`src/hdl/replica_pkg.sv`:
```
package replica_pkg;

    localparam int base_num = 8;
    localparam int base_log = 3;
    localparam int spin_log = 10;
    localparam int seed_w   = 64;

    localparam int apb_addr_w = 8;
    localparam int apb_data_w = 32;

    localparam logic [apb_addr_w-1:0] addr_ctrl    = 8'h00;
    localparam logic [apb_addr_w-1:0] addr_base    = 8'h04;
    localparam logic [apb_addr_w-1:0] addr_seed_lo = 8'h08;
    localparam logic [apb_addr_w-1:0] addr_seed_hi = 8'h0C;
    localparam logic [apb_addr_w-1:0] addr_status  = 8'h10;
    localparam logic [apb_addr_w-1:0] addr_or_opt  = 8'h14;
    localparam logic [apb_addr_w-1:0] addr_tw_opt  = 8'h18;

    localparam int ctrl_init    = 0;
    localparam int ctrl_run     = 1;
    localparam int ctrl_or_en   = 2;
    localparam int ctrl_tw_en   = 3;
    localparam int base_or_lsb  = 0;
    localparam int base_tw_lsb  = 8;
    localparam int status_ready = 0;

    // proposal word seen as a spin flip or as a replica swap.
    typedef union packed {
        struct packed {
            logic [15:0] spin_idx;
            logic [15:0] accept;
        } flip;
        struct packed {
            logic [7:0]  rep_a;
            logic [7:0]  rep_b;
            logic [15:0] accept;
        } swap;
    } opt_t;

    function automatic logic [seed_w-1:0] xorshift64(input logic [seed_w-1:0] s);
        logic [seed_w-1:0] x;
        x = s ^ (s << 13);
        x = x ^ (x >> 7);
        x = x ^ (x << 17);
        return x;
    endfunction

endpackage

```
`src/hdl/rand_if.sv`:
```
`timescale 1ns/1ns
interface rand_if;
    import replica_pkg::*;

    logic [base_log-1:0] base_id;
    logic [seed_w-1:0]   seed;     // current seed of the selected base.
    logic [seed_w-1:0]   n_seed;   // seed after one step.
    logic                run_i;
    logic                run_o;
    logic                opt_en;
    opt_t                opt;
    logic                ready;

    modport bank (
        output base_id, seed, run_i, opt_en,
        input  n_seed, run_o, opt, ready
    );

    modport gen (
        input  base_id, seed, run_i, opt_en,
        output n_seed, run_o, opt, ready
    );

endinterface

```
`src/hdl/or_rand.sv`:
```
`timescale 1ns/1ns
module or_rand (
    input  logic clk,
    input  logic arst_n,
    rand_if.gen  g
);
    import replica_pkg::*;

    logic run_q;
    opt_t opt_q;
    opt_t opt_d;

    assign g.n_seed = xorshift64(g.seed);
    assign g.run_o  = run_q;
    assign g.ready  = ~(g.run_i | run_q);   // busy from request to write back.
    assign g.opt    = opt_q;

    always_comb begin
        opt_d                              = '0;
        opt_d.flip.spin_idx[spin_log-1:0]  = g.n_seed[spin_log-1:0];
        opt_d.flip.accept                  = g.n_seed[seed_w-1 -: 16];
    end

    always_ff @(posedge clk or negedge arst_n) begin
        if (!arst_n) begin
            run_q <= 1'b0;
            opt_q <= '0;
        end else begin
            run_q <= g.run_i;
            if (run_q && g.opt_en) begin
                opt_q <= opt_d;   // hold when disabled.
            end
        end
    end

endmodule

```
`src/hdl/rand_apb_regs.sv`:
```
`timescale 1ns/1ns
module rand_apb_regs (
    input  logic                                 clk,
    input  logic                                 arst_n,
    input  logic                                 psel,
    input  logic                                 penable,
    input  logic                                 pwrite,
    input  logic [replica_pkg::apb_addr_w-1:0]   paddr,
    input  logic [replica_pkg::apb_data_w-1:0]   pwdata,
    output logic [replica_pkg::apb_data_w-1:0]   prdata,
    output logic                                 pready,
    output logic                                 pslverr,
    input  logic                                 ready,
    input  replica_pkg::opt_t                    or_opt,
    input  replica_pkg::opt_t                    tw_opt,
    output logic                                 run,
    output logic                                 init,
    output logic                                 or_opt_en,
    output logic                                 tw_opt_en,
    output logic [replica_pkg::base_log-1:0]     or_base_id,
    output logic [replica_pkg::base_log-1:0]     tw_base_id,
    output logic [replica_pkg::seed_w-1:0]       i_seed
);
    import replica_pkg::*;

    logic                  access;
    logic                  wr_en;
    logic                  hit;
    logic [apb_data_w-1:0] seed_lo_q;
    logic [apb_data_w-1:0] seed_hi_q;
    opt_t                  or_opt_q;
    opt_t                  tw_opt_q;

    assign access  = psel & penable;
    assign wr_en   = access & pwrite;
    assign pready  = 1'b1;              // zero wait states.
    assign pslverr = access & ~hit;
    assign i_seed  = {seed_hi_q, seed_lo_q};

    always_comb begin
        hit    = 1'b1;
        prdata = '0;
        case (paddr)
            addr_ctrl: begin
                prdata[ctrl_or_en] = or_opt_en;
                prdata[ctrl_tw_en] = tw_opt_en;
            end
            addr_base: begin
                prdata[base_or_lsb +: base_log] = or_base_id;
                prdata[base_tw_lsb +: base_log] = tw_base_id;
            end
            addr_seed_lo: prdata = seed_lo_q;
            addr_seed_hi: prdata = seed_hi_q;
            addr_status:  prdata[status_ready] = ready;
            addr_or_opt:  prdata = or_opt_q;
            addr_tw_opt:  prdata = tw_opt_q;
            default:      hit = 1'b0;
        endcase
    end

    always_ff @(posedge clk or negedge arst_n) begin
        if (!arst_n) begin
            run        <= 1'b0;
            init       <= 1'b0;
            or_opt_en  <= 1'b0;
            tw_opt_en  <= 1'b0;
            or_base_id <= '0;
            tw_base_id <= '0;
            seed_lo_q  <= '0;
            seed_hi_q  <= '0;
            or_opt_q   <= '0;
            tw_opt_q   <= '0;
        end else begin
            run      <= 1'b0;
            init     <= 1'b0;
            or_opt_q <= or_opt;
            tw_opt_q <= tw_opt;
            if (wr_en) begin
                case (paddr)
                    addr_ctrl: begin
                        or_opt_en <= pwdata[ctrl_or_en];
                        tw_opt_en <= pwdata[ctrl_tw_en];
                        init      <= pwdata[ctrl_init];
                        run       <= pwdata[ctrl_run] & ready;   // dropped while busy.
                    end
                    addr_base: begin
                        or_base_id <= pwdata[base_or_lsb +: base_log];
                        tw_base_id <= pwdata[base_tw_lsb +: base_log];
                    end
                    addr_seed_lo: seed_lo_q <= pwdata;
                    addr_seed_hi: seed_hi_q <= pwdata;
                    default: ;
                endcase
            end
        end
    end

endmodule

```
`src/hdl/random.sv`:
```
`timescale 1ns/1ns
module random (
    input  logic                               clk,
    input  logic                               arst_n,
    input  logic                               run,
    input  logic                               init,
    input  logic [replica_pkg::base_log-1:0]   or_base_id,
    input  logic [replica_pkg::base_log-1:0]   tw_base_id,
    input  logic                               or_opt_en,
    input  logic                               tw_opt_en,
    input  logic [replica_pkg::seed_w-1:0]     i_seed,
    output replica_pkg::opt_t                  or_opt,
    output replica_pkg::opt_t                  tw_opt,
    output logic                               ready
);
    import replica_pkg::*;

    logic [seed_w-1:0] bank [base_num];

    rand_if or_g ();
    rand_if tw_g ();

    assign or_g.base_id = or_base_id;
    assign or_g.seed    = bank[or_g.base_id];
    assign or_g.run_i   = run;
    assign or_g.opt_en  = or_opt_en;

    assign tw_g.base_id = tw_base_id;
    assign tw_g.seed    = bank[tw_g.base_id];
    assign tw_g.run_i   = run;
    assign tw_g.opt_en  = tw_opt_en;

    // loaded over APB before the first draw.
    always_ff @(posedge clk) begin
        if (init) begin
            bank[or_g.base_id] <= i_seed;
        end else if (or_g.run_o) begin
            bank[or_g.base_id] <= or_g.n_seed;
        end
        if (tw_g.run_o) begin
            bank[tw_g.base_id] <= tw_g.n_seed;   // wins on a shared base.
        end
    end

    assign or_opt = or_g.opt;
    assign tw_opt = tw_g.opt;
    assign ready  = or_g.ready & tw_g.ready;

    or_rand or_rand_i (
        .clk    (clk),
        .arst_n (arst_n),
        .g      (or_g.gen)
    );

    tw_rand tw_rand_i (
        .clk    (clk),
        .arst_n (arst_n),
        .g      (tw_g.gen)
    );

endmodule

```
`src/hdl/replica_rand_top.sv`:
```
`timescale 1ns/1ns
module replica_rand_top (
    input  logic                                 clk,
    input  logic                                 arst_n,
    input  logic                                 psel,
    input  logic                                 penable,
    input  logic                                 pwrite,
    input  logic [replica_pkg::apb_addr_w-1:0]   paddr,
    input  logic [replica_pkg::apb_data_w-1:0]   pwdata,
    output logic [replica_pkg::apb_data_w-1:0]   prdata,
    output logic                                 pready,
    output logic                                 pslverr
);
    import replica_pkg::*;

    logic                run;
    logic                init;
    logic                ready;
    logic                or_opt_en;
    logic                tw_opt_en;
    logic [base_log-1:0] or_base_id;
    logic [base_log-1:0] tw_base_id;
    logic [seed_w-1:0]   i_seed;
    opt_t                or_opt;
    opt_t                tw_opt;

    rand_apb_regs rand_apb_regs_i (
        .clk        (clk),
        .arst_n     (arst_n),
        .psel       (psel),
        .penable    (penable),
        .pwrite     (pwrite),
        .paddr      (paddr),
        .pwdata     (pwdata),
        .prdata     (prdata),
        .pready     (pready),
        .pslverr    (pslverr),
        .ready      (ready),
        .or_opt     (or_opt),
        .tw_opt     (tw_opt),
        .run        (run),
        .init       (init),
        .or_opt_en  (or_opt_en),
        .tw_opt_en  (tw_opt_en),
        .or_base_id (or_base_id),
        .tw_base_id (tw_base_id),
        .i_seed     (i_seed)
    );

    random random_i (
        .clk        (clk),
        .arst_n     (arst_n),
        .run        (run),
        .init       (init),
        .or_base_id (or_base_id),
        .tw_base_id (tw_base_id),
        .or_opt_en  (or_opt_en),
        .tw_opt_en  (tw_opt_en),
        .i_seed     (i_seed),
        .or_opt     (or_opt),
        .tw_opt     (tw_opt),
        .ready      (ready)
    );

endmodule

```
`src/hdl/tw_rand.sv`:
```
`timescale 1ns/1ns
module tw_rand (
    input  logic clk,
    input  logic arst_n,
    rand_if.gen  g
);
    import replica_pkg::*;

    logic                run_q;
    logic [base_log-1:0] rep_a;
    logic [base_log-1:0] rep_b;
    opt_t                opt_q;
    opt_t                opt_d;

    assign g.n_seed = xorshift64(g.seed);
    assign g.run_o  = run_q;
    assign g.ready  = ~(g.run_i | run_q);
    assign g.opt    = opt_q;

    // partner is the next replica and wraps at the last one.
    assign rep_a = g.n_seed[base_log-1:0];
    assign rep_b = rep_a + 1'b1;

    always_comb begin
        opt_d                             = '0;
        opt_d.swap.rep_a[base_log-1:0]    = rep_a;
        opt_d.swap.rep_b[base_log-1:0]    = rep_b;
        opt_d.swap.accept                 = g.n_seed[seed_w-1 -: 16];
    end

    always_ff @(posedge clk or negedge arst_n) begin
        if (!arst_n) begin
            run_q <= 1'b0;
            opt_q <= '0;
        end else begin
            run_q <= g.run_i;
            if (run_q && g.opt_en) begin
                opt_q <= opt_d;
            end
        end
    end

endmodule

```
`config.mk`:
```
export PLATFORM = sky130hd
export DESIGN_NAME = replica_rand_top
export DESIGN_NICKNAME = d
export VERILOG_FILES = /design/src/hdl/replica_pkg.sv /design/src/hdl/rand_if.sv /design/src/hdl/or_rand.sv /design/src/hdl/rand_apb_regs.sv /design/src/hdl/random.sv /design/src/hdl/replica_rand_top.sv /design/src/hdl/tw_rand.sv
export SDC_FILE = /design/constraint.sdc
export NUM_CORES = 2
export LEC_CHECK = 0
export ABC_CLOCK_PERIOD_IN_PS = 13400
export BUFFER_PORTS_ARGS = -buffer_cell sky130_fd_sc_hd__buf_4
export CAP_MARGIN = 0
export CORE_UTILIZATION = 50
export DETAILED_ROUTE_END_ITERATION = 6
export MAX_ROUTING_LAYER = met4
export PLACE_DENSITY = 0.77
export SYNTH_ARGS = -nofsm -noshare
export SYNTH_HDL_FRONTEND = slang
export SYNTH_HIERARCHICAL = 1
export SYNTH_SLANG_ARGS = --single-unit
```
`constraint.sdc`:
```
create_clock -name clk -period 13.4 [get_ports clk]
set_clock_uncertainty 0.1 [all_clocks]
set_input_delay 0.67 -clock clk [delete_from_list [all_inputs] [get_ports clk]]
set_output_delay 0.67 -clock clk [all_outputs]
set_load 0.01 [all_outputs]
```
# Word-level counts from Yosys, hierarchy flattened
# Memory sizes are Yosys's and may differ from the RTL's.
# Index checks and enable logic that the tools add are counted.
[classes]
add_sub_neg = 1
n_mul = 0
div_mod_pow = 0
order_cmp = 0
n_eq_ne = 6
n_shift = 0
n_mux = 19
bitwise = 14
reduce_logical = 8
[ops]
columns = ["cell", "count"]
rows = [
  ["64-bit bitwise XOR", 4],
  ["64-bit by 57-bit bitwise XOR with 64-bit output", 2],
  ["21-bit case mux with 4 select lines", 1],
  ["64-bit 2-to-1 mux", 1],
  ["8-bit by 5-bit == test with 1-bit output (second input constant)", 3],
  ["8-bit by 4-bit == test with 1-bit output (second input constant)", 2],
  ["4-bit case mux with 4 select lines", 1],
  ["3-bit case mux with 5 select lines", 1],
  ["1-bit case mux with 6 select lines", 2],
  ["1-bit 2-to-1 mux", 11],
  ["1-bit case mux with 5 select lines", 2],
  ["8-bit by 3-bit == test with 1-bit output (second input constant)", 1],
  ["8-bit zero test", 1],
  ["2-bit AND reduction", 4],
  ["7-bit OR reduction", 1],
  ["1-bit bitwise AND", 4],
  ["3-bit by 1-bit adder with 3-bit output (second input constant)", 1],
  ["1-bit logical AND", 2],
  ["1-bit NOT", 2],
  ["1-bit OR", 2],
]
[totals]
reg_bits = 171
latchBits = 0
ramBits = 512
rom_bits = 0
inputBits = 45
output_inout_bits = 34
word_cells = 62
memories = 1
[mem_list]
columns = ["memory", "depth", "width", "rd", "rd_ports_with_merged_regs", "write_ports", "line", "rtl"]
rows = [
  ["random_i.bank", 8, 64, 2, 0, 2, "random.sv:18", "logic [seed_w-1:0] bank [base_num];"],
]

# Longest topological paths before layout
[depth]
depth_word = 5
depth_mapped = 12

# Cells and area by module
# The synthesis kept the hierarchy.
[modules_own_cells]
columns = ["module", "instances", "cells_each", "area_per_inst_um2", "seq_area_each_um2"]
rows = [
  ["random", 1, 2491, 29194.2, 15374.7],
  ["rand_apb_regs", 1, 371, 5552.8, 3453.3],
  ["tw_rand", 1, 237, 2621.3, 575.6],
  ["or_rand", 1, 240, 2546.2, 675.6],
]

# Worst setup path before layout
# No wires, ideal clock.
[synth_path]
kind = "reg-to-reg"
from = "register rand_apb_regs_i/or_base_id[2] in the netlist's numbering"
to = "memory random_i.bank[4][0], enable pin"
setup_ns = 0.581
t_arrival_ns = 5.925
slack_ns = 6.794
path_stages_with_launch = 5
path_buffers = 2
period_less_slack_ns = 6.606
cell_sequence = "dfrtp_1 -> clkbuf_1 -> clkbuf_1 -> o21ai_0 -> o31ai_1"
[synth_rtl]
columns = ["item", "line", "rtl"]
rows = [
  ["start: declaration", "rand_apb_regs.sv:20", "output logic [replica_pkg::base_log-1:0] or_base_id,"],
  ["start signal: assignment", "rand_apb_regs.sv:87", "or_base_id <= pwdata[base_or_lsb +: base_log];"],
  ["end: declaration", "random.sv:18", ""],
]

==> flow_summary.toml <==
[synth]
synth_edf_count = 512
synth_top_area_frac = 0.385
syn_inst = 3339
yosys.area.top_type = "edfxtp_1"
synth_warnings = 6
synth_seq_cells = 700
yosys-top-cells-area = "edfxtp_1 39%, dfrtp_1 12%, mux4_2 8.2%"
synthArstFlopShare = 0.269
ys.flop_type = "edfxtp_1"
synthesis.area_sq_um = 39900
seq_area_frac_synth = 0.503
synth_cell_types = 64
avgSynthCellArea_sq_um = 12.0

[drt]
antenna_left = 0
routed-via-count = 29395
first_pass_iters = 7
via_per_inst = 6.77
wirelength_mm = 132
drc = 4
drt_iter0_markers = 5001
avgRoutedWirePerCell_microns = 30.3

[setup_path]
crit_fanout = 40
cp_slowest_cell = "xnor2_1"
ff2ff_setup_slack_ns = 7.39
cp.required_ns = 13.77
max_stage_delay_ns = 0.97
crit_type = "flop to flop"
cp_cell_sequence = "buf_4 -> buf_4 -> inv_2 -> buf_4 -> a221o_1 -> xnor2_1 -> xnor2_1 -> xor2_1 -> nor2_1 -> a21oi_1"
crit_end = "random_i/bank[7][23]"
cp_common_cell = "buf_4"
crit_family = "buffers and inverters"
r2r_cells = 10
path_depth = 10
crit_buf_inv = 4
worst_setup_path_end_kind = "flop"
cp-startpoint = "rand_apb_regs_i/tw_base_id[1]"
worst_r2r_endpoint = "random_i/bank[7][23]"
reg2reg_from = "rand_apb_regs_i/tw_base_id[1]"
crit_path_start_kind = "flop"
arrival_ns = 6.38

[pwr]
combinationalPowerShare = 0.087
p_clk_frac = 0.423
p_int_uw = 3590
p_switching_uw = 1150
p_leak_uw = 0.0156
peakVddDrop_mv = 0.0934
p_seq_frac = 0.490
p_per_area_nw_per_um2 = 109
p_sw_frac = 0.243

[die]
rows = 103
dieArea_sq_um = 81000
core_sq_um = 79000
pin_count = 79
die_h_microns = 285
chipWidth_microns = 285
start_util = 0.505

[job]
cap_violations = 0

[timing]
finalHoldViolations = 0
rsz0062_at_grt = "no"
fmaxAchievable_mhz = 166
maxSlewViolCount = 0
setup_tns_ns = 0
timing.hold.ws_ns = 0.0437
maxSlewHeadroom = 0.0646
tightest_slew_ns = 1.36
min_period_ns = 6.01
setup_viol = 0
timing.final.crit_share = 0.448

[placed_design]
placed_area_sq_um = 41000
placed_cells = 4211
numPortBuffers = 77
gp_congestion = 0.998
hpwl_mm = 82.6

[clocking]
clk_pin_slew_ns = 0.06
root_buffer = "clkbuf_16"
cts_buffer_depth = 3
cts_tree = "yes"
post_cts_resized = 0
clock_insertion_delay_worst_skew_ns = 0.64
htreeDepth = 3
cts_setup_buffers = 0
cts_hold_buffers = 0
cts_buffers = 73
clkSinkCount = 700

[cells_and_area]
final_nets = 3281
drive_above_1_share = 0.193
instances_no_fill = 4340
syn_to_final_growth_pct = 8.56
stdcell_area_sq_um = 43300
nFillCells = 6368
final_util = 0.548

[global_routing]
grtUsageTotal = 0.331
grt.overflow.total = 0
antenna_found_initial = 3
grt_pass1_vias = 28269
grt_max_degree = 107
grt_pass1_wl_mm = 190

[status]
outcome = "complete, but fails checks"
violations = "design-rule violations"

[hold_path]
hold_class = "primary input to async pin"
==> cells in the mapped netlist (5+ instances only) <==
master and number:
nor2_1 558, a21oi_1 522, edfxtp_1 512, mux2i_1 260
xnor2_1 216, dfrtp_1 188, mux2_2 173, mux4_2 145
clkbuf_1 143, buf_2 117, xor2_1 79, a221o_1 75
o2bb2ai_1 50, o22ai_1 33, buf_1 32, xnor2_2 32
buf_4 25, o32ai_1 20, nand2_1 18, o21ai_0 16
inv_1 15, a22oi_1 6, buf_6 6, nand2b_1 6
o211ai_1 6, a211o_1 5, and2_1 5, clkbuf_2 5
mux2_4 5, o32a_1 5
==> worst reg2reg max path, delay by kind of cell, from the launching register on <==
family | cells | cell delay (ns)
AOI/OAI and AO/OA | 2 | 0.62
xor gates and xnor gates | 3 | 1.97
buffers and inverters | 4 | 2.53
DFF | 1 | 0.51
and+or+nand+nor | 1 | 0.12
==> stage by stage <==
step	setup WS, ns	power (uW)
floorplan	6.79	2650
global placement	7.69	2760
detailed placement	7.65	2760
CTS	7.62	4720
global route	7.36	4830
finish	7.39	4740
==> worst min path at each step <==
stage | from | to | slack (ns) | cells past startpoint
finish | arst_n | rand_apb_regs_i/seed_lo_q[24] | 0.04 | 1
global route | arst_n | random_i/or_rand_i/g.opt[3] | 0.10 | 1
CTS | arst_n | rand_apb_regs_i/or_opt_q[27] | 0.06 | 1
detailed placement | random_i/or_rand_i/g.opt[18] | rand_apb_regs_i/or_opt_q[18] | 0.26 | 0
global placement | random_i/or_rand_i/g.opt[12] | rand_apb_regs_i/or_opt_q[12] | 0.26 | 0
floorplan | random_i/or_rand_i/g.opt[0] | rand_apb_regs_i/or_opt_q[0] | 0.25 | 0
==> cell usage in the layout, fill, tap and decap left out, types with 79 or more instances in the layout <==
| cell | netlist | layout |
|---|---|---|
| nor2_1 | 558 | 556 |
| a21oi_1 | 522 | 522 |
| edfxtp_1 | 512 | 512 |
| mux2i_1 | 260 | 259 |
| xnor2_1 | 216 | 216 |
| dfrtp_1 | 188 | 182 |
| mux2_2 | 173 | 173 |
| mux4_2 | 145 | 145 |
| buf_4 | 25 | 133 |
| clkbuf_16 | 0 | 79 |
| xor2_1 | 79 | 79 |
==> flip-flops by register name, indices dropped and copies added (netlist names) <==
register and count:
rand_apb_regs_i/seed_lo_q 32, rand_apb_regs_i/or_base_id 3, rand_apb_regs_i/tw_opt_en 1, random_i/or_rand_i/g.opt 26
rand_apb_regs_i/or_opt_q 32, random_i/bank 512, random_i/tw_rand_i/g.opt 22, random_i/or_rand_i/g.run_o 1
rand_apb_regs_i/seed_hi_q 32, rand_apb_regs_i/run 1, rand_apb_regs_i/or_opt_en 1, rand_apb_regs_i/tw_base_id 3
random_i/tw_rand_i/g.run_o 1, rand_apb_regs_i/init 1, rand_apb_regs_i/tw_opt_q 32
==> power groups by stage <==
| stage | clock [uW] | combinational (uW) | sequential [uW] |
|---|---|---|---|
| after floorplan | 0 | 289 | 2360 |
| after global placement | 0 | 387 | 2370 |
| after detailed placement | 0 | 390 | 2370 |
| after CTS | 2000 | 393 | 2320 |
| after global routing | 2090 | 424 | 2320 |
| final | 2010 | 413 | 2320 |
==> logic make-up after synthesis <==
logic type,Yosys count,synth area share
xor+xnor,331,0.0797
flops,700,0.503
simple gates,624,0.0647
mux,587,0.199
other cells,3,0.000282
compound gates,750,0.114
buf+inv,344,0.0397
==> layout make-up <==
cell class	count	area, sq um	area share
diodes	2	5.00	0.000116
clock buffers	107	2160	0.0499
clock inverters	20	153	0.00352
inverters	16	60.1	0.00139
multi-input cells	2309	18500	0.427
flip-flops and latches	700	20100	0.464
well taps	1050	1310	0.0303
repair buffers	136	1050	0.0243
==> metal layers <==
layer	vias up	part of all wire	track usage
li1	12116	-	-
met1	14299	0.34	0.414
met2	2476	0.44	0.481
met3	504	0.15	0.0914
met4	0	0.067	0.196
met5	-	0	-
(Power assumes the default switching activity.)
